[src/source/ram_pkg.sv]
`default_nettype none

package ram_pkg;

    // Bus geometry
    localparam int addr_width = 16;
    localparam int data_width = 32;
    localparam int strb_width = data_width / 8;

    // The two AXI4-Lite response codes this slave can return
    typedef enum logic [1:0] {
        resp_okay   = 2'b00,
        resp_decerr = 2'b11
    } axil_resp_e;

    // Pause controller states
    typedef enum logic [1:0] {
        st_run,
        st_drain,
        st_paused
    } pause_state_e;

    // Bus channel payloads
    typedef struct packed {
        logic [addr_width-1:0] addr;
    } axil_aw_t;

    typedef struct packed {
        logic [data_width-1:0] data;
        logic [strb_width-1:0] strb;
    } axil_w_t;

    typedef struct packed {
        logic [addr_width-1:0] addr;
    } axil_ar_t;

    typedef struct packed {
        axil_resp_e resp;
    } axil_b_t;

    typedef struct packed {
        logic [data_width-1:0] data;
        axil_resp_e            resp;
    } axil_r_t;

    // Requests from the channel units to the core
    typedef struct packed {
        logic [addr_width-1:0] addr;
        logic [data_width-1:0] data;
        logic [strb_width-1:0] strb;
    } wr_req_t;

    typedef struct packed {
        logic [addr_width-1:0] addr;
    } rd_req_t;

endpackage

`default_nettype wire
[src/source/ram_write_channel.sv]
`default_nettype none

module ram_write_channel (
    input  logic              seq,
    input  logic              arst_n,
    input  logic              hold,

    input  ram_pkg::axil_aw_t aw,
    input  logic              aw_valid,
    output logic              aw_ready,

    input  ram_pkg::axil_w_t  w,
    input  logic              w_valid,
    output logic              w_ready,

    output ram_pkg::wr_req_t  wr_req,
    output logic              wr_req_valid,
    input  logic              wr_req_ready,

    output logic              busy
);
    import ram_pkg::*;

    axil_aw_t aw_q;
    axil_w_t  w_q;
    logic     aw_full;
    logic     w_full;
    logic     req_done;

    // Each slot takes a new entry only while empty and not paused
    assign aw_ready = !aw_full && !hold;
    assign w_ready  = !w_full && !hold;

    // Joined request once both halves have arrived
    assign wr_req_valid = aw_full && w_full;
    assign req_done     = wr_req_valid && wr_req_ready;

    assign wr_req.addr = aw_q.addr;
    assign wr_req.data = w_q.data;
    assign wr_req.strb = w_q.strb;

    assign busy = aw_full || w_full;

    always_ff @(posedge seq or negedge arst_n) begin
        if (!arst_n) begin
            aw_full <= 1'b0;
            w_full  <= 1'b0;
        end else begin
            // A full slot cannot accept, so fill and drain never coincide
            if (aw_valid && aw_ready) begin
                aw_full <= 1'b1;
            end else if (req_done) begin
                aw_full <= 1'b0;
            end
            if (w_valid && w_ready) begin
                w_full <= 1'b1;
            end else if (req_done) begin
                w_full <= 1'b0;
            end
        end
    end

    // Slot payloads
    always_ff @(posedge seq) begin
        if (aw_valid && aw_ready) begin
            aw_q <= aw;
        end
        if (w_valid && w_ready) begin
            w_q <= w;
        end
    end

endmodule

`default_nettype wire

[config.mk]
export PLATFORM = sky130hd
export DESIGN_NAME = ram_write_channel
export DESIGN_NICKNAME = d
export VERILOG_FILES = /design/src/source/ram_pkg.sv /design/src/source/ram_write_channel.sv
export SDC_FILE = /design/constraint.sdc
export NUM_CORES = 1
export LEC_CHECK = 0
export ABC_CLOCK_PERIOD_IN_PS = 3100
export BUFFER_PORTS_ARGS = -buffer_cell sky130_fd_sc_hd__buf_2
export CELL_PAD_IN_SITES_DETAIL_PLACEMENT = 0
export CELL_PAD_IN_SITES_GLOBAL_PLACEMENT = 1
export CORE_ASPECT_RATIO = 1.1
export CORE_UTILIZATION = 32
export CTS_CLUSTER_SIZE = 24
export DETAILED_ROUTE_END_ITERATION = 10
export GPL_TIMING_DRIVEN = 0
export MAX_ROUTING_LAYER = met4
export PLACE_DENSITY_LB_ADDON = 0.08
export SLEW_MARGIN = 20
export SYNTH_ARGS = -nofsm -noshare
export SYNTH_HDL_FRONTEND = slang
export SYNTH_SLANG_ARGS = --single-unit
[constraint.sdc]
create_clock -name seq -period 3.1 [get_ports seq]
set_input_delay 0.62 -clock seq [delete_from_list [all_inputs] [get_ports seq]]
set_output_delay 0.62 -clock seq [all_outputs]
set_load 0.01 [all_outputs]
# Word level (Yosys, flattened, before mapping)
# Index checks and enable logic that the tools add are counted.
# W data, S select, Z words.
# totals
ff_bits	54
inputBits	58
output_inout_bits	56
elab_cells	20
# op_classes
mux	3
n_reduce_logical	12
# ops
operator	count
$logic_and A1 B1 Y1	6
$reduce_bool A2 Y1	2
$logic_not A1 Y1	3
$mux W1	3
$logic_or A1 B1 Y1	1

# Logic depth before layout (Yosys ltp)
# depth
ltp_word	4
ltp_mapped	2
ltp_nobuf	2

# Worst setup path before layout
# No wires, ideal clock.
# synth_timing
path_kind	input to register
from	in hold
to	reg w_q, in the netlist wr_req[0], enable pin
setup_ns	0.425
arrival_time_ns	2.093
required_time_ns	2.675
slack_ns	0.582
cell_stages	1
path_buffers	0
path_cell_list	nor3b_2
# synth_via
elab_chain_cells	3
# synth_lines
item	line	text
from (decl)	ram_write_channel.sv:6	input logic hold,
$logic_not A1 Y1	ram_write_channel.sv:32	assign w_ready = !w_full && !hold;
$logic_and A1 B1 Y1	ram_write_channel.sv:32	
$logic_and A1 B1 Y1	ram_write_channel.sv:68	if (w_valid && w_ready) begin
to (signal assigned)	ram_write_channel.sv:69	w_q <= w;
to (decl)	ram_write_channel.sv:25	axil_w_t w_q;
# No other way between the ends.
# A chain may end at the register's enable or synchronous reset.

# Final worst setup path
# layout_timing
from	reg w_full
to	reg w_q, in the netlist wr_req[20], enable pin
# layout_via
elab_chain_cells	3
# layout_lines
item	line	text
from (decl)	ram_write_channel.sv:27	logic w_full;
from (signal assigned)	ram_write_channel.sv:47	w_full <= 1'b0;
from (signal assigned)	ram_write_channel.sv:56	w_full <= 1'b1;
from (signal assigned)	ram_write_channel.sv:58	w_full <= 1'b0;
$logic_not A1 Y1	ram_write_channel.sv:32	
$logic_and A1 B1 Y1	ram_write_channel.sv:32	
$logic_and A1 B1 Y1	ram_write_channel.sv:68	
# No other way between the ends.

==> metrics.cfg <==
[clocking]
cts_hold_buf = 0
cts_buffers = 5
clock-sinks = 54
htree_levels = 2
cts_tree = yes
clk_pin_slew_ns = 0.09
ctsResizeCount = 0
cts_root_buf = clkbuf_8
clock_latency_ns = 0.29
clk_path_buf_depth = 2
post_cts_buffers = 0

[die]
initial_core_util_pct = 33.38
dieArea_mm2 = 0.005545
pin_count = 114
core_area_mm2 = 0.005034
rows = 27
die_x_um = 71.09
dieHeight_um = 78

[sta]
period_minus_slack_ns = 1.758
hold_viol = 0
worst_pin_slew_ns = 0.8310
period_share_pct = 56.71
skew_ns = 0.007954
rsz0062_at_grt = false
max-slew-margin-rel_pct = 44.54
fmax_mhz = 568.8
slew_violations = 0
tns_ns = 0
finalSetupViolCount = 0

[worst_setup_path]
crit_cells = 3
cp_cell_sequence = nor3b_4, buf_6, buf_8
crit_arrival_ns = 1.77
cpPeakStageDelay_ns = 0.58
path_class = reg2reg
crit_end = wr_req[20]
crit_buf_inv = 2
startpoint_type = register
r2r_slack_ns = 1.34
worstPathRequired_ns = 3.11
critPathSlowestCell = nor3b_4
cp_top_family = simple AND/OR/NAND/NOR gates
reg2reg_to = wr_req[20]
crit_path_start = w_full
cp_max_fo = 14
rr_startpoint = w_full
endpoint_kind = register
worstRegToRegCells = 3

[cells_and_area]
synthToLayoutAreaGrowth_pct = 46.39
layout-drive-gt1-share_pct = 66.67
nNetsFinal = 244
postLayoutCellArea_mm2 = 0.002460
post-route-util_pct = 48.87
n_fill_cell = 437
n_antenna_cell = 0

[placement]
dpl_cell_area_mm2 = 0.002357
portBuffers = 113
dpl.hpwl_um = 2589
finalWeightedCongestion = 0.6238

[detailed_routing]
routedWlPerCell_um = 13.59
routed-via-count = 1052
vias_per_cell = 4.311
first_pass_iters = 8
first_iter_violations = 66
wl_um = 3315
ant_nets = 0
drc_errors = 9

[logic_synthesis]
ys_seq_area_share_pct = 95.90
synth_fp_nets = 122
yosys-mux-area-fraction_pct = 0
synth_top_family_by_area = simple AND/OR/NAND/NOR gates
async_flop_share_pct = 3.704
synth-edff-count = 52
syn_avg_cell_area_um2 = 26.26
synthAdderAreaFrac_pct = 0
synth-main-ff-cell = edfxtp_1
synthXorXnorAreaFrac_pct = 0
synth_top_cell_by_area = edfxtp_1
synth_compound_area_share_pct = 0.8935
synth_warnings = 0
syn_area_mm2 = 0.001680
synth_most_common_cell = edfxtp_1
synthSimpleGateAreaFrac_pct = 3.202
synth_seq_cells = 54
synth_cell_types = 8
syn_inst = 64
synth_area_leaders = edfxtp_1 (93%), dfrtp_1 (3.0%), nor3b_2 (1.5%)
yosysTopAreaCellShare_pct = 92.93

[status]
status = finished, violations left
violations = DRC

[flow_run]
cap_violations = 0

[global_route]
track_usage_pct = 12.79
antenna_found_initial = 0
grt.met2_usage_pct = 22.50
grt_use_met1_pct = 11.96
grt_pass1_wl_um = 4974
grt-busiest-layer = met2
grt_use_met3_pct = 5.714
overflow = 0
grt_max_degree = 18
grt_pass1_vias = 1058

[power_and_ir_drop]
peakVddDrop_uv = 246.3
total_leakage_power_nw = 1.055
p_per_area_mw_per_mm2 = 656.6

[min_path]
holdCritPathClass = in2async

## worst reg2reg max path, cell delays in order (launching register included)
cell     delay (ns)
dfrtp_1        0.46
nor3b_4        0.58
buf_6          0.26
buf_8          0.18
## state kept, by name, indices dropped and copies added, names as in the netlist
| register | cells |
|---|---|
| aw_full | 1 |
| wr_req | 36 |
| w_full | 1 |
| aw_q | 16 |
## power by group
part	switching, mW	total [mW]	internal, mW
logic	0.131	0.242	0.111
clock network	0.204	0.437	0.234
registers	0.0392	0.936	0.897
## metrics by stage
step	cells	hold WS, ns	worst slack, ns	power, mW
floorplan	64	0.3244	0.5820	1.053
global placement	235	0.4050	-0.07099	1.174
detailed placement	237	0.4084	1.007	1.200
CTS	244	0.08219	1.300	1.638
global route	244	0.07995	1.222	1.686
finish	244	0.09934	1.342	1.615
## metal layers
metal	routed length [um]	vias to the layer above
met4	31	0
li1	-	491
met5	0	-
met3	392	5
met2	1795	73
met1	1095	483
## worst min path at each step
stage               startpoint       to  slack [ns]  depth (start not counted)
floorplan               arst_n  aw_full        0.32                          0
global placement        arst_n  aw_full        0.40                          1
detailed placement      arst_n   w_full        0.41                          1
CTS                     arst_n   w_full        0.08                          1
global route            arst_n   w_full        0.08                          1
finish                  arst_n  aw_full         0.1                          1
## cells in the final DEF, fill, tap and decap left out
| cell | n |
|---|---|
| nand2_1 | 2 |
| dfrtp_1 | 2 |
| and2_2 | 1 |
| edfxtp_1 | 52 |
| clkbuf_8 | 5 |
| buf_8 | 1 |
| buf_6 | 1 |
| bufinv_16 | 1 |
| nor2_1 | 2 |
| a21o_1 | 2 |
| clkinv_1 | 1 |
| buf_2 | 113 |
| nor3b_4 | 2 |
| or2_1 | 1 |
## cell families (layout without fill, tap and decap cells)
family	count (synthesis)	in the layout
AOI/OAI and AO/OA	2	2
buffers and inverters	0	122
DFF	54	54
and+or+nand+nor	8	8
## layout make-up
class                      instances  area [um2]  area share, %
clock buffer                       5       68.82          2.798
clock inverter                     2       33.78          1.373
multi-input combinational         10       81.33          3.306
sequential                        54        1612          65.51
tap                               58       72.57          2.950
timing repair buffer             115       591.8          24.06
No activity file was read; power rests on OpenSTA's default activity.
