## src/source/ram_pkg.sv

```systemverilog
`default_nettype none

package ram_pkg;

    // Bus geometry
    localparam int addr_width = 16;
    localparam int data_width = 32;
    localparam int strb_width = data_width / 8;

    // The two AXI4-Lite response codes this slave can return
    typedef enum logic [1:0] {
        resp_okay   = 2'b00,
        resp_decerr = 2'b11
    } axil_resp_e;

    // Pause controller states
    typedef enum logic [1:0] {
        st_run,
        st_drain,
        st_paused
    } pause_state_e;

    // Bus channel payloads
    typedef struct packed {
        logic [addr_width-1:0] addr;
    } axil_aw_t;

    typedef struct packed {
        logic [data_width-1:0] data;
        logic [strb_width-1:0] strb;
    } axil_w_t;

    typedef struct packed {
        logic [addr_width-1:0] addr;
    } axil_ar_t;

    typedef struct packed {
        axil_resp_e resp;
    } axil_b_t;

    typedef struct packed {
        logic [data_width-1:0] data;
        axil_resp_e            resp;
    } axil_r_t;

    // Requests from the channel units to the core
    typedef struct packed {
        logic [addr_width-1:0] addr;
        logic [data_width-1:0] data;
        logic [strb_width-1:0] strb;
    } wr_req_t;

    typedef struct packed {
        logic [addr_width-1:0] addr;
    } rd_req_t;

endpackage

`default_nettype wire
```

## src/source/ram_read_channel.sv

```systemverilog
`default_nettype none

module ram_read_channel (
    input  logic              seq,
    input  logic              arst_n,
    input  logic              hold,

    input  ram_pkg::axil_ar_t ar,
    input  logic              ar_valid,
    output logic              ar_ready,

    output ram_pkg::rd_req_t  rd_req,
    output logic              rd_req_valid,
    input  logic              rd_req_ready,

    output logic              busy
);
    import ram_pkg::*;

    axil_ar_t ar_q;
    logic     ar_full;

    // ar_ready only looks at the local slot, never at core arbitration
    assign ar_ready = !ar_full && !hold;

    assign rd_req_valid = ar_full;
    assign rd_req.addr  = ar_q.addr;

    assign busy = ar_full;

    always_ff @(posedge seq or negedge arst_n) begin
        if (!arst_n) begin
            ar_full <= 1'b0;
        end else if (ar_valid && ar_ready) begin
            ar_full <= 1'b1;
        end else if (rd_req_valid && rd_req_ready) begin
            ar_full <= 1'b0;
        end
    end

    // Address payload
    always_ff @(posedge seq) begin
        if (ar_valid && ar_ready) begin
            ar_q <= ar;
        end
    end

endmodule

`default_nettype wire

```

## config.mk

```make
export PLATFORM = sky130hd
export DESIGN_NAME = ram_read_channel
export DESIGN_NICKNAME = d
export VERILOG_FILES = /design/src/source/ram_pkg.sv /design/src/source/ram_read_channel.sv
export SDC_FILE = /design/constraint.sdc
export NUM_CORES = 1
export LEC_CHECK = 0
export BUFFER_PORTS_ARGS = -buffer_cell sky130_fd_sc_hd__buf_2
export CAP_MARGIN = 20
export CORE_MARGIN = 1
export CORE_UTILIZATION = 30
export DETAILED_ROUTE_END_ITERATION = 8
export SYNTH_ARGS = -nofsm -noshare
export SYNTH_HDL_FRONTEND = slang
export SYNTH_SLANG_ARGS = --single-unit
```

## constraint.sdc

```tcl
create_clock -name seq -period 5.1 [get_ports seq]
set_clock_uncertainty 0.05 [all_clocks]
set_input_delay 1.02 -clock seq [delete_from_list [all_inputs] [get_ports seq]]
set_output_delay 1.02 -clock seq [all_outputs]
set_load 0.05 [all_outputs]
```

# Word level (Yosys, flattened, before mapping)

Cells that the tools add are included.

Flip-flop bits (word level): 17
Bits of input ports: 21
Output and inout bits: 19

Muxes and demuxes: 2
Reduce and logical (&&, ||, !) cells: 6

Operators with widths:

| kind              | count |
|---|---|
| $logic_and 1x1->1 | 3 |
| $logic_not 1->1   | 2 |
| $mux 1            | 2 |
| $reduce_bool 2->1 | 1 |

# Longest topological paths before layout

Gate-level depths: netlist (run 1).

Word-level depth: 4
Mapped depth: 2
Depth with buffers taken out: 2

# Least setup slack after synthesis (run 1)

OpenSTA, ideal clock, no wires.

Path type: input to output
Start point: input hold
End point: output ar_ready
Data arrival time: 1.665 ns
Data required time: 4.030 ns
Path slack: 2.365 ns
Stages: 1
Buffers on the path: 0
Path through: nor2_1

Longest elaborated chain between the ends: 2

Ends and longest elaborated chain:

| what              | RTL line               | text |
|---|---|---|
| start, declared   | ram_read_channel.sv:6  | `input logic hold,` |
| $logic_not 1->1   | ram_read_channel.sv:24 | `assign ar_ready = !ar_full && !hold;` |
| $logic_and 1x1->1 | ram_read_channel.sv:24 |  |
| end, declared     | ram_read_channel.sv:10 | `output logic ar_ready,` |

No other way between the ends.

# Worst setup path after layout (run 1)

Same ends and word-level chain as after synthesis.

==> results of run 1 <==
[logic make-up after synthesis]
family | after synthesis
and+or+nand+nor | 2
DFF | 17
buffers and inverters | 2
AOI/OAI and AO/OA | 1
[synth_stat cells]
| master | instances |
|---|---|
| edfxtp_1 | 16 |
| nor2_1 | 1 |
| nor3b_2 | 1 |
| inv_1 | 1 |
| dfrtp_1 | 1 |
| a21o_1 | 1 |
| buf_4 | 1 |
[power groups by stage]
| stage | clock (mW) | combinational (mW) | sequential [mW] |
|---|---|---|---|
| 2_1_floorplan | 0 | 0.0111 | 0.189 |
| 3_5_place_dp | 0 | 0.0493 | 0.166 |
| 4_1_cts | 0.0714 | 0.0494 | 0.163 |
| 5_1_grt | 0.0790 | 0.0510 | 0.163 |
| 3_3_place_gp | 0 | 0.0477 | 0.166 |
| 6_report | 0.0676 | 0.0489 | 0.163 |
[registers in the layout, indices dropped and copies added (netlist names)]
register / count
busy: 1
rd_req: 16
[final cells by class]
type,instances,share of cell area
Timing Repair Buffer,40,0.2594
Sequential cell,17,0.6352
Multi-Input combinational cell,3,0.02987
Inverter,1,0.004717
Tap cell,24,0.03774
Clock buffer,4,0.03302
[layer usage]
metal	global-route usage	wire, um
met5	0	0
met4	0.07273	0
met3	0.05714	73
met2	0.1676	484
met1	0.09383	335
[critical path, stage by stage]
cell	delay, ns
buf_2	0.11
nor2_1	0.08
buf_2	0.27
[through the flow]
stage | total power [mW] | hold slack [ns] | instances | area [sq um]
2_1_floorplan | 0.1999 | 0.6744 | 22 | 540.5
3_3_place_gp | 0.2138 | 0.5015 | 84 | 758.2
3_5_place_dp | 0.2153 | 0.5103 | 85 | 769.5
4_1_cts | 0.2837 | 0.4321 | 89 | 795.8
5_1_grt | 0.2934 | 0.4161 | 89 | 795.8
6_report | 0.2791 | 0.4487 | 89 | 795.8
[worst max path at each step]
stage,depth (start not counted),end,start
final,3,ar_ready,hold
after global routing,3,ar_ready,hold
after CTS,3,ar_ready,hold
after detailed placement,3,ar_ready,hold
after global placement,3,ar_ready,hold
after floorplan,1,ar_ready,hold
==> results.cfg, run 1 <==
[run_status]
status = finished clean

[power]
power.density_nw_per_um2 = 350.8
comb_power_share = 0.175
sw_frac_of_total = 0.2714
switching_power_mw = 0.07577
seq_power_share = 0.583
clock_power_share = 0.242
internal-power_mw = 0.2034
leakage_nw = 0.3570
irDropWorstVdd_uv = 153.1

[timing]
clock.fmax_mhz = 391.3
slew_viol_final = 0
fin_crit_sh = 0.5011
fin_setup_tns_ns = 0
relSlewSlack = 0.5685
hold_viol_final = 0
period_needed_ns = 2.556
setup_violations = 0
layout_setup_ws_ns = 2.544
worst_pin_slew_ns = 0.6444
rsz0062_at_grt = false

[clock_network]
cts_tree = built
cts_htree_levels = 1
clock-sinks = 17
clockBufferDepth = 2
cts_resized = 0
clkLatencyLatePin_ns = 0.28
cts.clk_slew.worst_paths_ns = 0.09
post_cts_buffers = 0
cts-root-buf = clkbuf_4
hold_buffers = 0
cts_inserted_buffers = 3

[logic_synthesis]
synthTopCellsByArea = edfxtp_1 (89%), dfrtp_1 (4.6%), nor3b_2 (2.3%)
ys_types = 7
yosys_warnings = 0
synth.mux.area_fraction = 0
netlist_area_sq_um = 540.5
yosysTopAreaCell = edfxtp_1
syn_inst = 22
synthXorXnorAreaFrac = 0
synthAdderAreaFrac = 0
ys_seq_area_frac = 0.9352
synth_top_family_by_area = simple AND/OR/NAND/NOR gates
synth-compound-area-share = 0.01389
ys_ff_latch = 17
yosys.area_share.simple = 0.03009
synth_top_area_share = 0.8889
synth_nets = 43
avgSynthCellArea_sq_um = 24.57

[floorplanning]
fp-row-count = 14
core_sq_um = 1594
dieArea_sq_um = 1975
fp.dieW_um = 44.45
die_y_um = 44.45
io_pins = 40
start_util = 0.3391

[setup_path]
start_kind = primary input
worst-r2r-cell-count = 2
r2r_start = busy$_DFFE_PN0P_
reg2reg_slack_ns = 3.53
worstPathRequired_ns = 4.03
r2r_end = rd_req[13]$_DFFE_PP_
crit_fanout = 2
end_kind = output port
setup.worst_path.class = in -> out
arrival_ns = 1.49

[finish]
layout_commonest_cell = buf_2
num_antenna_cells = 0
final_cell_mix = buf_2 (39), edfxtp_1 (16), clkbuf_4 (3)
drive_gt1_frac = 0.6769
post-route-util = 0.4992
nets = 87
multiInputGateArea_sq_um = 23.77
seq_area_sq_um = 505.5
area_growth_pct = 47.22
fillers = 145

[grt]
grt_pass1_wl_um = 1331
antenna_found_initial = 0
grt-ovfl-total = 0
grt_max_degree = 11
grt_pass1_vias = 319
grtUsageTotal = 0.1019

[detailed_routing]
wirelength_um = 893
vias_per_cell = 3.899
ant_nets = 0
drc = 0
dr.pass1.iters = 1
drt_iter0_markers = 0
vias = 347
routedWlPerCell_um = 10.03

[flow_run]
maxCapViolations = 0

[placed_design]
dp_slack_ns = 2.535
gp_congestion = 0.6190
place.port_buffers = 39

[hold_path]
min_path_type = in -> async
Power figures use the tool's default switching activity.
==> run 2: changes to the inputs <==
clock period = 2.3 ns   (was 5.1 ns; I/O delays follow)
==> run 2 against run 1 <==
Routed wire length decreased by 2.2%. Total power grew 120%. Non-clock buffer count up 1. Flip-flop and latch count is the same. Worst setup slack lost 1.8 ns. Highest routed layer unchanged.
==> results.cfg, run 2 (same netlist as run 1, synthesis figures left out) <==
[power]
switching_power_mw = 0.1652
comb_power_share = 0.176
irDropWorstVdd_uv = 390.3
clock_power_share = 0.239
seq_power_share = 0.585
internal-power_mw = 0.4512
sw_frac_of_total = 0.2680
power.density_nw_per_um2 = 768.6
power_mw = 0.6164
leakage_nw = 0.3603

[floorplanning]
io_pins = 40
core_sq_um = 1594
dieArea_sq_um = 1975
fp-row-count = 14
fp.dieW_um = 44.45
start_util = 0.3391
die_y_um = 44.45

[setup_path]
path_buf_inv = 1
reg2reg_slack_ns = 1.08
arrival_ns = 1.07
slowest_delay_ns = 0.43
r2r_end = rd_req[8]$_DFFE_PP_
worst-r2r-cell-count = 2
worstPathRequired_ns = 1.79
end_kind = output port
critPathTopFamily = flip-flops
crit_fanout = 5
slowest_stage = dfrtp_1
start_kind = register
path_cells = nor2_1, buf_2
r2r_start = busy$_DFFE_PN0P_
setup.worst_path.class = reg -> out

[grt]
antenna_found_initial = 0
grt_pass1_wl_um = 1248
grtUsageTotal = 0.09130
grt_max_degree = 18
grt_pass1_vias = 285
grt-ovfl-total = 0

[run_status]
status = finished clean

[placed_design]
place.port_buffers = 39
gp_congestion = 0.5906
dp_slack_ns = 0.8894
dp_cells = 85

[detailed_routing]
wirelength_um = 873
vias = 346
routedWlPerCell_um = 9.700
vias_per_cell = 3.844
dr.pass1.iters = 2
drt_iter0_markers = 2
drc = 0
ant_nets = 0

[flow_run]
maxCapViolations = 0

[hold_path]
min_path_type = in -> reg
hold_depth = 1
hold_path_end = rd_req[0]$_DFFE_PP_
hp-start = ar[0]

[timing]
layout_setup_ws_ns = 0.7245
fin_setup_tns_ns = 0
worst_pin_slew_ns = 0.2534
setup_violations = 0
clock.fmax_mhz = 634.7
rsz0062_at_grt = false
relSlewSlack = 0.8322
slew_viol_final = 0
hold_viol_final = 0
hold_ws_ns = 0.3056
period_needed_ns = 1.575
fin_crit_sh = 0.6850

[finish]
fillers = 138
largest_register_ffs = 16
drive_gt1_frac = 0.6667
area_growth_pct = 48.38
stdcell_count = 90
layout_commonest_cell = buf_2
final_cell_mix = buf_2 (39), edfxtp_1 (16), clkbuf_4 (3)
num_antenna_cells = 0
nets = 88
multiInputGateArea_sq_um = 23.77
seq_area_sq_um = 505.5

[clock_network]
cts.clk_slew.worst_paths_ns = 0.09
cts_htree_levels = 1
clkLatencyLatePin_ns = 0.27
cts_inserted_buffers = 3
hold_buffers = 1
cts_resized = 0
cts_tree = built
clock-sinks = 17
cts-root-buf = clkbuf_4
post_cts_buffers = 0
clockBufferDepth = 2
run 2: changes by cell type in the layout (fill, tap and decap cells not counted), sizes merged:
cell / delta
dlygate4sd3: +1
run 2: worst reg2reg max path: stages (launching register included):
cell and delay, ns:
dfrtp_1 0.43, nor3b_2 0.18, buf_4 0.26
run 2: area by class of cell:
class,instances,share of cell area
clock buffer,4,0.03276
multi-input combinational,3,0.02964
sequential,17,0.6303
tap,24,0.03744
timing repair buffer,41,0.2652
inverter,1,0.004680
run 2: stage by stage:
stage            util  area [sq um]
2_1_floorplan       -         540.5
3_3_place_gp   0.4804         765.7
3_5_place_dp   0.4804         765.7
4_1_cts        0.5031         802.0
5_1_grt        0.5031         802.0
6_report       0.5031         802.0
run 2: power groups by stage:
| stage | clock, mW | sequential (mW) | combinational, mW |
|---|---|---|---|
| global route | 0.175 | 0.362 | 0.114 |
| global placement | 0 | 0.368 | 0.107 |
| floorplan | 0 | 0.419 | 0.0246 |
| finish | 0.147 | 0.361 | 0.108 |
| detailed placement | 0 | 0.368 | 0.108 |
| CTS | 0.155 | 0.361 | 0.110 |
run 2: worst max-delay path by stage:
stage	from	endpoint	slack, ns	cells past startpoint
after global routing	busy$_DFFE_PN0P_	ar_ready	0.67	2
after detailed placement	hold	ar_ready	0.89	3
after CTS	busy$_DFFE_PN0P_	ar_ready	0.71	2
after global placement	hold	ar_ready	0.90	3
final	busy$_DFFE_PN0P_	ar_ready	0.72	2
after floorplan	busy$_DFFE_PN0P_	rd_req[0]$_DFFE_PP_	0.45	1
run 2: metal layers:
| layer | GRT usage | wire (um) | vias up |
|---|---|---|---|
| li1 | - | - | 171 |
| met1 | 0.1011 | 343 | 159 |
| met2 | 0.1412 | 461 | 16 |
| met3 | 0.04082 | 68 | 0 |
| met4 | 0.06061 | 0 | 0 |
| met5 | 0 | 0 | - |
