$ cat src/source/ram_pkg.sv
`default_nettype none

package ram_pkg;

    // Bus geometry
    localparam int addr_width = 16;
    localparam int data_width = 32;
    localparam int strb_width = data_width / 8;

    // The two AXI4-Lite response codes this slave can return
    typedef enum logic [1:0] {
        resp_okay   = 2'b00,
        resp_decerr = 2'b11
    } axil_resp_e;

    // Pause controller states
    typedef enum logic [1:0] {
        st_run,
        st_drain,
        st_paused
    } pause_state_e;

    // Bus channel payloads
    typedef struct packed {
        logic [addr_width-1:0] addr;
    } axil_aw_t;

    typedef struct packed {
        logic [data_width-1:0] data;
        logic [strb_width-1:0] strb;
    } axil_w_t;

    typedef struct packed {
        logic [addr_width-1:0] addr;
    } axil_ar_t;

    typedef struct packed {
        axil_resp_e resp;
    } axil_b_t;

    typedef struct packed {
        logic [data_width-1:0] data;
        axil_resp_e            resp;
    } axil_r_t;

    // Requests from the channel units to the core
    typedef struct packed {
        logic [addr_width-1:0] addr;
        logic [data_width-1:0] data;
        logic [strb_width-1:0] strb;
    } wr_req_t;

    typedef struct packed {
        logic [addr_width-1:0] addr;
    } rd_req_t;

endpackage

`default_nettype wire
$ cat src/source/ram_pause.sv
`default_nettype none

module ram_pause (
    input  logic seq,
    input  logic arst_n,

    input  logic pause_req,
    output logic pause_ack,

    input  logic write_busy,
    input  logic read_busy,
    input  logic core_busy,

    output logic hold
);
    import ram_pkg::*;

    pause_state_e state;
    pause_state_e state_next;
    logic         drained;

    // Nothing buffered in the channel slots or response registers
    assign drained = !write_busy && !read_busy && !core_busy;

    always_comb begin
        state_next = state;
        case (state)
            st_run: begin
                if (pause_req) begin
                    state_next = st_drain;
                end
            end
            st_drain: begin
                if (drained) begin
                    state_next = st_paused;
                end
            end
            st_paused: begin
                // Fourth phase releases on request withdrawal
                if (!pause_req) begin
                    state_next = st_run;
                end
            end
            default: begin
                state_next = st_run;
            end
        endcase
    end

    always_ff @(posedge seq or negedge arst_n) begin
        if (!arst_n) begin
            state <= st_run;
        end else begin
            state <= state_next;
        end
    end

    // Both follow the registered state, so they drop together
    assign hold      = (state != st_run);
    assign pause_ack = (state == st_paused);

endmodule

`default_nettype wire

$ cat config.mk
export PLATFORM = sky130hd
export DESIGN_NAME = ram_pause
export DESIGN_NICKNAME = d
export VERILOG_FILES = /design/src/source/ram_pkg.sv /design/src/source/ram_pause.sv
export SDC_FILE = /design/constraint.sdc
export NUM_CORES = 1
export LEC_CHECK = 0
export ABC_CLOCK_PERIOD_IN_PS = 2450
export BUFFER_PORTS_ARGS = -buffer_cell sky130_fd_sc_hd__buf_4
export CELL_PAD_IN_SITES_DETAIL_PLACEMENT = 0
export CELL_PAD_IN_SITES_GLOBAL_PLACEMENT = 1
export CORE_AREA = 3 3 40 42
export DETAILED_ROUTE_END_ITERATION = 10
export DIE_AREA = 0 0 43 45
export GPL_TIMING_DRIVEN = 0
export PLACE_DENSITY_LB_ADDON = 0.1
export SLEW_MARGIN = 20
export SYNTH_ARGS = -nofsm -noshare
export SYNTH_HDL_FRONTEND = slang
export SYNTH_SLANG_ARGS = --single-unit
$ cat constraint.sdc
create_clock -name seq -period 2.45 [get_ports seq]
set_input_delay 0.245 -clock seq [delete_from_list [all_inputs] [get_ports seq]]
set_output_delay 0.245 -clock seq [all_outputs]
set_load 0.05 [all_outputs]
Word level (Yosys, flattened, before mapping)

Index checks and enable logic that the tools add are counted.

Register bits after elaboration: 2
Output and inout port bits: 2
Logic and storage cells: 18

Eq/ne operators: 5
Muxes and demuxes: 4
Reductions and logical operators: 8

Operators by type and width:

| operator                                                               | number |
|---|---|
| 2-bit 2-to-1 mux                                                       | 3 |
| 2-bit inequality test (second input constant)                          | 3 |
| 2-bit one-hot mux with 3 select lines                                  | 1 |
| 1-bit zero test                                                        | 3 |
| 3-bit AND reduction                                                    | 1 |
| 2-bit by 1-bit equality test with 1-bit output (second input constant) | 1 |
| 2-bit equality test (second input constant)                            | 1 |
| 1-bit logical AND                                                      | 2 |
| 2-bit zero test                                                        | 1 |
| 2-bit nonzero test                                                     | 1 |

Depth between registers and ports, before layout

Gate-level depths: netlist of run 1.

Depth in word-level cells: 5
Gate-level depth with buffers: 2
Gate-level depth less buffers: 2

Worst setup path after synthesis of run 1

Ideal clock, no wire load.

Kind: reg2reg
Start point: register state[0]
End point: register state[1]
Data arrival time: 1.383 ns
Required time: 2.383 ns
Path slack: 1.000 ns
Cell stages (with the launch flop): 3
Clock period less this slack: 1.450 ns
Cell sequence: dfrtp_1 > nor2b_1 > a22o_1

Word-level cells in the longest chain between the ends: 3

Ends and longest elaborated chain:

| what                            | RTL line        | RTL |
|---|---|---|
| start: declaration              | ram_pause.sv:18 | `pause_state_e state;` |
| start signal: assignment        | ram_pause.sv:52 | `state <= st_run;` |
| start signal: assignment        | ram_pause.sv:54 | `state <= state_next;` |
| 2-bit equality test *           | --              |  |
| via pause_ack                   | ram_pause.sv:8  | `output logic pause_ack,` |
| 2-bit inequality test (no line) | --              |  |
| 3-bit AND reduction (no line)   | --              |  |

The timed path passes the listed nets; every way through them passes the cells marked *.
A chain may end at the register's enable or synchronous reset.

Worst setup path after layout of run 1

Start point: register state[0]
End point: output hold

Word-level cells in the longest chain between the ends: 1

Ends and longest elaborated chain:

| what               | RTL line        | RTL |
|---|---|---|
| 2-bit nonzero test | ram_pause.sv:59 | `assign hold = (state != st_run);` |
| end: declaration   | ram_pause.sv:14 | `output logic hold` |

Every way passes these cells.

==> results of run 1 <==
power groups by stage:
stage | logic (mW) | clock network [mW] | registers, mW
after CTS | 0.0352 | 0.0798 | 0.0420
after global placement | 0.0341 | 0 | 0.0430
after global routing | 0.0372 | 0.0870 | 0.0437
after floorplan | 0.0203 | 0 | 0.0409
after detailed placement | 0.0339 | 0 | 0.0425
final | 0.0346 | 0.0750 | 0.0419
cell usage in the layout, fill, tap and decap left out, drive strengths merged:
| master | instances |
|---|---|
| nor2 | 1 |
| nor2b | 1 |
| clkbuf | 3 |
| nor3 | 1 |
| a22o | 1 |
| nor4 | 1 |
| or2 | 1 |
| buf | 7 |
| a211oi | 1 |
| dlygate4sd3 | 1 |
| dfrtp | 2 |
through the flow:
step	total power, mW	hold WS (ns)	area, µm²	setup WS, ns
after floorplan	0.0612	-0.0506	100	1.00
after global placement	0.0771	0.0284	171	1.30
after detailed placement	0.0764	0.0291	171	1.30
after CTS	0.157	0.259	204	1.06
after global routing	0.168	0.277	204	1.00
final	0.152	0.264	204	1.08
final cells by class:
| cell class | count | area (µm²) | area share |
|---|---|---|---|
| Timing Repair Buffer | 8 | 62.6 | 0.307 |
| Sequential cell | 2 | 50.0 | 0.245 |
| Multi-Input combinational cell | 7 | 50.0 | 0.245 |
| Clock buffer | 3 | 22.5 | 0.110 |
| Tap cell | 15 | 18.8 | 0.0920 |
worst register-to-register path: cells and delay by family (launching register included):
kind             cells  cell delay (ns)
AO/OA/AOI/OAI        1             0.23
AND/OR/NAND/NOR      1             0.16
flip-flops           1             0.40
per-layer routing:
| metal | global-route usage | up-vias | wire length [µm] |
|---|---|---|---|
| met4 | 0.127 | 0 | 35 |
| met3 | 0 | 4 | 26 |
| met5 | 0 | - | 0 |
| met1 | 0.0505 | 47 | 118 |
| li1 | - | 56 | - |
| met2 | 0.0539 | 9 | 129 |
kinds of logic after synthesis:
family,count (synthesis)
simple gates,5
compound gates,2
flops,2
what timing repair did:
item	in CTS	in global routing
hold buffers	1	0
hold endpoints to repair	2	0
setup endpoints to repair	0	0
path summary, 6_finish.rpt:
path | to | depth (start not counted)
setup / recovery | hold | 2
hold / removal | state[1] | 2
setup reg to reg | state[1] | 2
hold reg to reg | state[0] | 1
max in group asynchronous | state[1] | 2
min in group asynchronous | state[0] | 2
==> flow_results.xml, run 1 <==
<?xml version="1.0" encoding="UTF-8"?>
<metrics>
  <group name="placed_design">
    <metric name="port_buffers" unit="">7</metric>
    <metric name="gp_routability_congestion" unit="">0.547</metric>
    <metric name="place_inst" unit="">31</metric>
  </group>
  <group name="floorplanning">
    <metric name="fp.dieW" unit="µm">43</metric>
    <metric name="die-area" unit="µm²">1940</metric>
    <metric name="die_h" unit="µm">45</metric>
    <metric name="placementRows" unit="">13</metric>
    <metric name="coreArea" unit="µm²">1280</metric>
    <metric name="num_ports" unit="">8</metric>
    <metric name="floorplan.initialDensity" unit="">0.0779</metric>
  </group>
  <group name="route">
    <metric name="routed_wl" unit="µm">310</metric>
    <metric name="drt_drc_violations_left" unit="">0</metric>
    <metric name="antenna_violating_nets_post_route" unit="">0</metric>
    <metric name="avgViaCountPerCell" unit="">3.31</metric>
    <metric name="routedWlPerCell" unit="µm">8.86</metric>
    <metric name="drtPass1Iterations" unit="">1</metric>
    <metric name="first_iter_violations" unit="">0</metric>
    <metric name="dr_total_vias" unit="">116</metric>
  </group>
  <group name="cts">
    <metric name="tritoncts" unit="">done</metric>
    <metric name="postCtsSetupBuffers" unit="">0</metric>
    <metric name="cts.clk_slew.worst_paths" unit="ns">0.03</metric>
    <metric name="clock_sink_count" unit="">2</metric>
    <metric name="h-tree-depth" unit="">1</metric>
    <metric name="cts-root-buf" unit="">sky130_fd_sc_hd__clkbuf_4</metric>
    <metric name="worst_skew_pair.late_latency" unit="ns">0.23</metric>
    <metric name="tritoncts.num_buffers" unit="">3</metric>
    <metric name="cts.repair.resized" unit="">0</metric>
    <metric name="ctsLongestPathBuffers" unit="">2</metric>
  </group>
  <group name="yosys">
    <metric name="synthSimpleGateAreaFrac" unit="">0.338</metric>
    <metric name="synth_nets" unit="">15</metric>
    <metric name="mappedNetlistArea" unit="µm²">100</metric>
    <metric name="yosys.area.top_type_share" unit="">0.500</metric>
    <metric name="synth.yosys.warnings" unit="">0</metric>
    <metric name="synth-adder-area-share" unit="">0</metric>
    <metric name="largest_family_of_logic_cells_by_synthesized_area" unit="">simple AND/OR/NAND/NOR gates</metric>
    <metric name="yosys.cell_types.count" unit="">8</metric>
    <metric name="ys.flop_type" unit="">sky130_fd_sc_hd__dfrtp_1</metric>
    <metric name="avgSynthCellArea" unit="µm²">11.1</metric>
    <metric name="flip_flop_and_latch_count_after_synthesis" unit="">2</metric>
    <metric name="synth_compound_gate_area_share" unit="">0.162</metric>
    <metric name="synth_top_area_cell" unit="">sky130_fd_sc_hd__dfrtp_1</metric>
    <metric name="yosysSeqAreaShare" unit="">0.500</metric>
    <metric name="synth_xor_area_frac" unit="">0</metric>
    <metric name="synthMostInstantiatedCell" unit="">sky130_fd_sc_hd__dfrtp_1</metric>
    <metric name="muxShareOfSynthArea" unit="">0</metric>
    <metric name="synthesis.instances" unit="">9</metric>
    <metric name="synth-edff-count" unit="">0</metric>
    <metric name="ys_top_cells_by_area" unit="">sky130_fd_sc_hd__dfrtp_1 50%, sky130_fd_sc_hd__nor4_2 13%, sky130_fd_sc_hd__a22o_1 8.8%</metric>
    <metric name="async_sr_flop_fraction" unit="">1.00</metric>
  </group>
  <group name="flow_run">
    <metric name="maxCapViolations" unit="">0</metric>
  </group>
  <group name="critical_path">
    <metric name="critical-path-max-stage-delay" unit="ns">0.41</metric>
    <metric name="timing.critical_path.max_delay_family" unit="">flip-flops</metric>
    <metric name="timing.reg2reg.setup_slack" unit="ns">1.54</metric>
    <metric name="crit_path_top_delay_cell" unit="">sky130_fd_sc_hd__dfrtp_1</metric>
    <metric name="regToRegStartpoint" unit="">state[1]</metric>
    <metric name="worstSetupStartpoint" unit="">state[0]</metric>
    <metric name="critPathRequiredTime" unit="ns">2.20</metric>
    <metric name="critPathCaptureType" unit="">output pin</metric>
    <metric name="critPathLaunchType" unit="">flop</metric>
    <metric name="crit_arrival" unit="ns">1.13</metric>
    <metric name="cp_cell_sequence" unit="">or2_2 -&gt; buf_4</metric>
    <metric name="setup.worst_path.class" unit="">reg2out</metric>
    <metric name="cp_num_buf_inv" unit="">1</metric>
    <metric name="critPathMaxFanout" unit="">5</metric>
  </group>
  <group name="timing">
    <metric name="clock-skew-final" unit="ns">0.00256</metric>
    <metric name="finalSetupTns" unit="ns">0</metric>
    <metric name="finalSetupViolations" unit="">0</metric>
    <metric name="post-route-min-period" unit="ns">1.37</metric>
    <metric name="worst_slew_margin_rel" unit="">0.872</metric>
    <metric name="timing.final.max_slew_violations" unit="">0</metric>
    <metric name="transition_time_of_the_tightest_slew_check_pin" unit="ns">0.190</metric>
    <metric name="final_min_period_over_clock_period" unit="">0.561</metric>
    <metric name="max_freq" unit="MHz">728</metric>
    <metric name="finalHoldViolations" unit="">0</metric>
    <metric name="grt_setup_unrepaired" unit="">no</metric>
  </group>
  <group name="cells_and_area">
    <metric name="insertedDiodeCount" unit="">0</metric>
    <metric name="final_core_util" unit="">0.159</metric>
    <metric name="design.final.nets" unit="">28</metric>
    <metric name="fillers" unit="">148</metric>
    <metric name="fraction_of_layout_cells_with_a_size_suffix_above_1" unit="">0.600</metric>
    <metric name="area_delta_synth_final" unit="%">104</metric>
    <metric name="largest_register_ff_count" unit="">2</metric>
    <metric name="regMostFlops" unit="">state</metric>
    <metric name="final-instance-count-excl-fill" unit="">35</metric>
    <metric name="biggestRegsByFlops" unit="">state x2</metric>
  </group>
  <group name="power_and_ir_drop">
    <metric name="power.share.switching" unit="">0.293</metric>
    <metric name="power.density_cell_area" unit="nW/µm²">743</metric>
    <metric name="total_switching_power" unit="mW">0.0445</metric>
    <metric name="p_seq_frac" unit="">0.277</metric>
    <metric name="ir_worst_vdd" unit="µV">104</metric>
    <metric name="leakagePower" unit="nW">0.0890</metric>
    <metric name="internal-power" unit="mW">0.107</metric>
    <metric name="power.share.combinational" unit="">0.228</metric>
    <metric name="pwr-share-clk" unit="">0.495</metric>
  </group>
  <group name="global_route">
    <metric name="maximum_number_of_pins_on_one_net_before_global_route_repair" unit="">6</metric>
    <metric name="grt_antenna_before_repair" unit="">0</metric>
    <metric name="grt_first_pass_wirelength" unit="µm">565</metric>
    <metric name="grtUsageTotal" unit="">0.0499</metric>
    <metric name="grt_pass1_vias" unit="">143</metric>
    <metric name="globalRouteOverflowTotal" unit="">0</metric>
  </group>
  <group name="status">
    <metric name="outcome" unit="">finished, final reports clean</metric>
  </group>
  <group name="min_path">
    <metric name="timing.hold.worst.class" unit="">in2reg</metric>
    <metric name="min_from" unit="">pause_req</metric>
  </group>
</metrics>
Note: power is estimated with default switching activity, not from simulation.
==> inputs of run 2 (changes only) <==
--- a/config.mk
+++ b/config.mk
@@ -5,7 +5,8 @@
 export SDC_FILE = /design/constraint.sdc
 export NUM_CORES = 1
 export LEC_CHECK = 0
-export ABC_CLOCK_PERIOD_IN_PS = 2450
+export ABC_AREA = 1
+export ABC_CLOCK_PERIOD_IN_PS = 1400
 export BUFFER_PORTS_ARGS = -buffer_cell sky130_fd_sc_hd__buf_4
 export CELL_PAD_IN_SITES_DETAIL_PLACEMENT = 0
 export CELL_PAD_IN_SITES_GLOBAL_PLACEMENT = 1
==> constraint.sdc (replaced) <==
create_clock -name seq -period 1.4 [get_ports seq]
set_input_delay 0.14 -clock seq [delete_from_list [all_inputs] [get_ports seq]]
set_output_delay 0.14 -clock seq [all_outputs]
set_load 0.05 [all_outputs]
==> run 2 against run 1 <==
  * Hold slack lost 0.13 ns
  * Via count grew 7.8%
  * Setup slack lost 0.81 ns
  * Design area grew 6.1%
  * Cell count grew 23%
  * Non-clock buffer count is the same
  * Die area is the same
  * Highest routed layer is now met3
  * Sequential share of layout area shrank 1.4 points
  * Global-route usage shrank 0.91 points
  * First-iteration DRC count grew 1
  * Sequential power grew 120%
==> flow_results.xml, run 2 <==
<?xml version="1.0" encoding="UTF-8"?>
<metrics>
  <group name="critical_path">
    <metric name="crit_arrival" unit="ns">0.99</metric>
    <metric name="setup.worst_path.class" unit="">reg2out</metric>
    <metric name="critPathCaptureType" unit="">output pin</metric>
    <metric name="critPathLaunchType" unit="">flop</metric>
    <metric name="critPathRequiredTime" unit="ns">1.26</metric>
    <metric name="cp_cell_sequence" unit="">nor2_1 -&gt; inv_1 -&gt; buf_4</metric>
    <metric name="crit_path_top_delay_cell" unit="">sky130_fd_sc_hd__dfrtp_1</metric>
    <metric name="critical-path-max-stage-delay" unit="ns">0.39</metric>
    <metric name="critPathMaxFanout" unit="">3</metric>
  </group>
  <group name="timing">
    <metric name="final_min_period_over_clock_period" unit="">0.809</metric>
    <metric name="finalHoldViolations" unit="">0</metric>
    <metric name="finalSetupViolations" unit="">0</metric>
    <metric name="worst_slew_margin_rel" unit="">0.912</metric>
    <metric name="finalSetupTns" unit="ns">0</metric>
    <metric name="timing.final.max_slew_violations" unit="">0</metric>
    <metric name="grt_setup_unrepaired" unit="">no</metric>
    <metric name="post-route-min-period" unit="ns">1.13</metric>
    <metric name="clock-skew-final" unit="ns">0.00200</metric>
    <metric name="max_freq" unit="MHz">883</metric>
    <metric name="post_route_hold_slack" unit="ns">0.132</metric>
    <metric name="transition_time_of_the_tightest_slew_check_pin" unit="ns">0.131</metric>
  </group>
  <group name="global_route">
    <metric name="grt_antenna_before_repair" unit="">0</metric>
    <metric name="grt_first_pass_wirelength" unit="µm">483</metric>
    <metric name="grt_pass1_vias" unit="">141</metric>
    <metric name="maximum_number_of_pins_on_one_net_before_global_route_repair" unit="">4</metric>
    <metric name="globalRouteOverflowTotal" unit="">0</metric>
    <metric name="grtUsageTotal" unit="">0.0408</metric>
  </group>
  <group name="yosys">
    <metric name="synth_nets" unit="">23</metric>
    <metric name="ys_top_cells_by_area" unit="">sky130_fd_sc_hd__dfrtp_1 44%, sky130_fd_sc_hd__nand2_1 20%, sky130_fd_sc_hd__nor2_2 11%</metric>
    <metric name="synth-edff-count" unit="">0</metric>
    <metric name="synthMostInstantiatedCell" unit="">sky130_fd_sc_hd__nand2_1</metric>
    <metric name="yosys.area.top_type_share" unit="">0.444</metric>
    <metric name="async_sr_flop_fraction" unit="">1.00</metric>
    <metric name="mappedNetlistArea" unit="µm²">113</metric>
    <metric name="ys.flop_type" unit="">sky130_fd_sc_hd__dfrtp_1</metric>
    <metric name="avgSynthCellArea" unit="µm²">6.62</metric>
    <metric name="flip_flop_and_latch_count_after_synthesis" unit="">2</metric>
    <metric name="synth.yosys.warnings" unit="">0</metric>
    <metric name="yosysSeqAreaShare" unit="">0.444</metric>
    <metric name="synthesis.instances" unit="">17</metric>
    <metric name="yosys.cell_types.count" unit="">7</metric>
    <metric name="synth_top_cells_by_count" unit="">6 x sky130_fd_sc_hd__nand2_1, 3 x sky130_fd_sc_hd__inv_1, 2 x sky130_fd_sc_hd__dfrtp_1, 2 x sky130_fd_sc_hd__nor2_1, 2 x sky130_fd_sc_hd__nor2_2</metric>
    <metric name="synth_top_area_cell" unit="">sky130_fd_sc_hd__dfrtp_1</metric>
  </group>
  <group name="cts">
    <metric name="h-tree-depth" unit="">1</metric>
    <metric name="ctsLongestPathBuffers" unit="">2</metric>
    <metric name="tritoncts.num_buffers" unit="">3</metric>
    <metric name="cts-root-buf" unit="">sky130_fd_sc_hd__clkbuf_4</metric>
    <metric name="cts.clk_slew.worst_paths" unit="ns">0.03</metric>
    <metric name="clock_sink_count" unit="">2</metric>
    <metric name="cts.repair.resized" unit="">0</metric>
    <metric name="tritoncts" unit="">done</metric>
    <metric name="worst_skew_pair.late_latency" unit="ns">0.22</metric>
  </group>
  <group name="cells_and_area">
    <metric name="stdcell_area" unit="µm²">216</metric>
    <metric name="mostFrequentLayoutCells" unit="">7 x sky130_fd_sc_hd__buf_4, 6 x sky130_fd_sc_hd__nand2_1, 3 x sky130_fd_sc_hd__inv_1, 3 x sky130_fd_sc_hd__clkbuf_4</metric>
    <metric name="area_delta_synth_final" unit="%">92.2</metric>
    <metric name="fillers" unit="">160</metric>
    <metric name="regMostFlops" unit="">state</metric>
    <metric name="biggestRegsByFlops" unit="">state x2</metric>
    <metric name="insertedDiodeCount" unit="">0</metric>
    <metric name="fraction_of_layout_cells_with_a_size_suffix_above_1" unit="">0.464</metric>
    <metric name="final_core_util" unit="">0.168</metric>
    <metric name="most_common_cell_after_layout_fill_and_taps_aside" unit="">sky130_fd_sc_hd__buf_4</metric>
    <metric name="largest_register_ff_count" unit="">2</metric>
    <metric name="design.final.nets" unit="">36</metric>
  </group>
  <group name="route">
    <metric name="dr_total_vias" unit="">125</metric>
    <metric name="avgViaCountPerCell" unit="">2.91</metric>
    <metric name="drtPass1Iterations" unit="">4</metric>
    <metric name="drt_drc_violations_left" unit="">0</metric>
    <metric name="routed_wl" unit="µm">278</metric>
    <metric name="routedWlPerCell" unit="µm">6.47</metric>
    <metric name="antenna_violating_nets_post_route" unit="">0</metric>
    <metric name="first_iter_violations" unit="">1</metric>
  </group>
  <group name="placed_design">
    <metric name="dp_hpwl" unit="µm">227</metric>
    <metric name="placedInstanceArea" unit="µm²">184</metric>
    <metric name="gp_routability_congestion" unit="">0.613</metric>
    <metric name="port_buffers" unit="">7</metric>
  </group>
  <group name="floorplanning">
    <metric name="placementRows" unit="">13</metric>
    <metric name="die-area" unit="µm²">1940</metric>
    <metric name="die_h" unit="µm">45</metric>
    <metric name="num_ports" unit="">8</metric>
    <metric name="floorplan.initialDensity" unit="">0.0876</metric>
    <metric name="fp.dieW" unit="µm">43</metric>
    <metric name="coreArea" unit="µm²">1280</metric>
  </group>
  <group name="power_and_ir_drop">
    <metric name="power.density_cell_area" unit="nW/µm²">1820</metric>
    <metric name="leakagePower" unit="nW">0.120</metric>
    <metric name="ir_worst_vdd" unit="µV">186</metric>
  </group>
  <group name="flow_run">
    <metric name="maxCapViolations" unit="">0</metric>
  </group>
  <group name="min_path">
    <metric name="timing.hold.worst.class" unit="">in2reg</metric>
  </group>
  <group name="status">
    <metric name="outcome" unit="">finished, final reports clean</metric>
  </group>
</metrics>
==> run 2: worst paths after layout <==
kind	slack [ns]	cells past startpoint	to	startpoint
min in group asynchronous	0.24	2	state[0]	arst_n
hold / removal	0.13	3	state[0]	pause_req
max in group asynchronous	1.07	2	state[1]	arst_n
setup reg to reg	0.66	3	state[1]	state[1]
hold reg to reg	0.56	3	state[1]	state[0]
setup / recovery	0.27	3	hold	state[0]
==> run 2: final cells by class <==
type                       count  area [µm²]  area share
timing repair buffer           8        62.6       0.289
multi-input combinational     11        47.5       0.220
clock buffer                   3        22.5       0.104
tap                           15        18.8      0.0867
inverter                       4        15.0      0.0694
sequential                     2        50.0       0.231
==> run 2: layer usage <==
layer / vias to the layer above / GRT usage / share of wire
met5: - / 0 / 0
met4: 0 / 0.0723 / 0
met3: 0 / 0.0239 / 0.029
met2: 3 / 0.0539 / 0.61
met1: 51 / 0.0313 / 0.36
li1: 71 / - / -
==> run 2: worst max-delay path: cells and delay by family, from the launching register on <==
kind                   cells  cell delay [ns]
AND/OR/NAND/NOR            1             0.15
buffers and inverters      2             0.23
flip-flops                 1             0.39
==> run 2: repair_timing <==
action                     CTS  global route
setup buffers                0             0
setup endpoints to repair    0             0
hold endpoints to repair     2             0
hold buffers                 1             0
==> run 2: stage by stage <==
| stage | total power, mW | worst slack (ns) | instances |
|---|---|---|---|
| 2_1_floorplan | 0.214 | 0.325 | 17 |
| 5_1_grt | 0.429 | 0.193 | 43 |
| 3_5_place_dp | 0.266 | 0.491 | 39 |
| 6_report | 0.393 | 0.268 | 43 |
| 4_1_cts | 0.407 | 0.246 | 43 |
| 3_3_place_gp | 0.273 | 0.482 | 39 |
==> run 2: power by group <==
| group | internal (mW) | switching, mW | leakage, nW |
|---|---|---|---|
| Sequential | 0.0769 | 0.0165 | 0.0250 |
| Combinational | 0.0577 | 0.114 | 0.0814 |
| Clock | 0.0947 | 0.0333 | 0.0138 |
==> run 2: cells by family (layout without fill, tap and decap cells) <==
logic type             Yosys count  count (layout)  synth area share
buffers and inverters            4              15             0.133
flip-flops                       2               2             0.444
AND/OR/NAND/NOR                 11              11             0.422
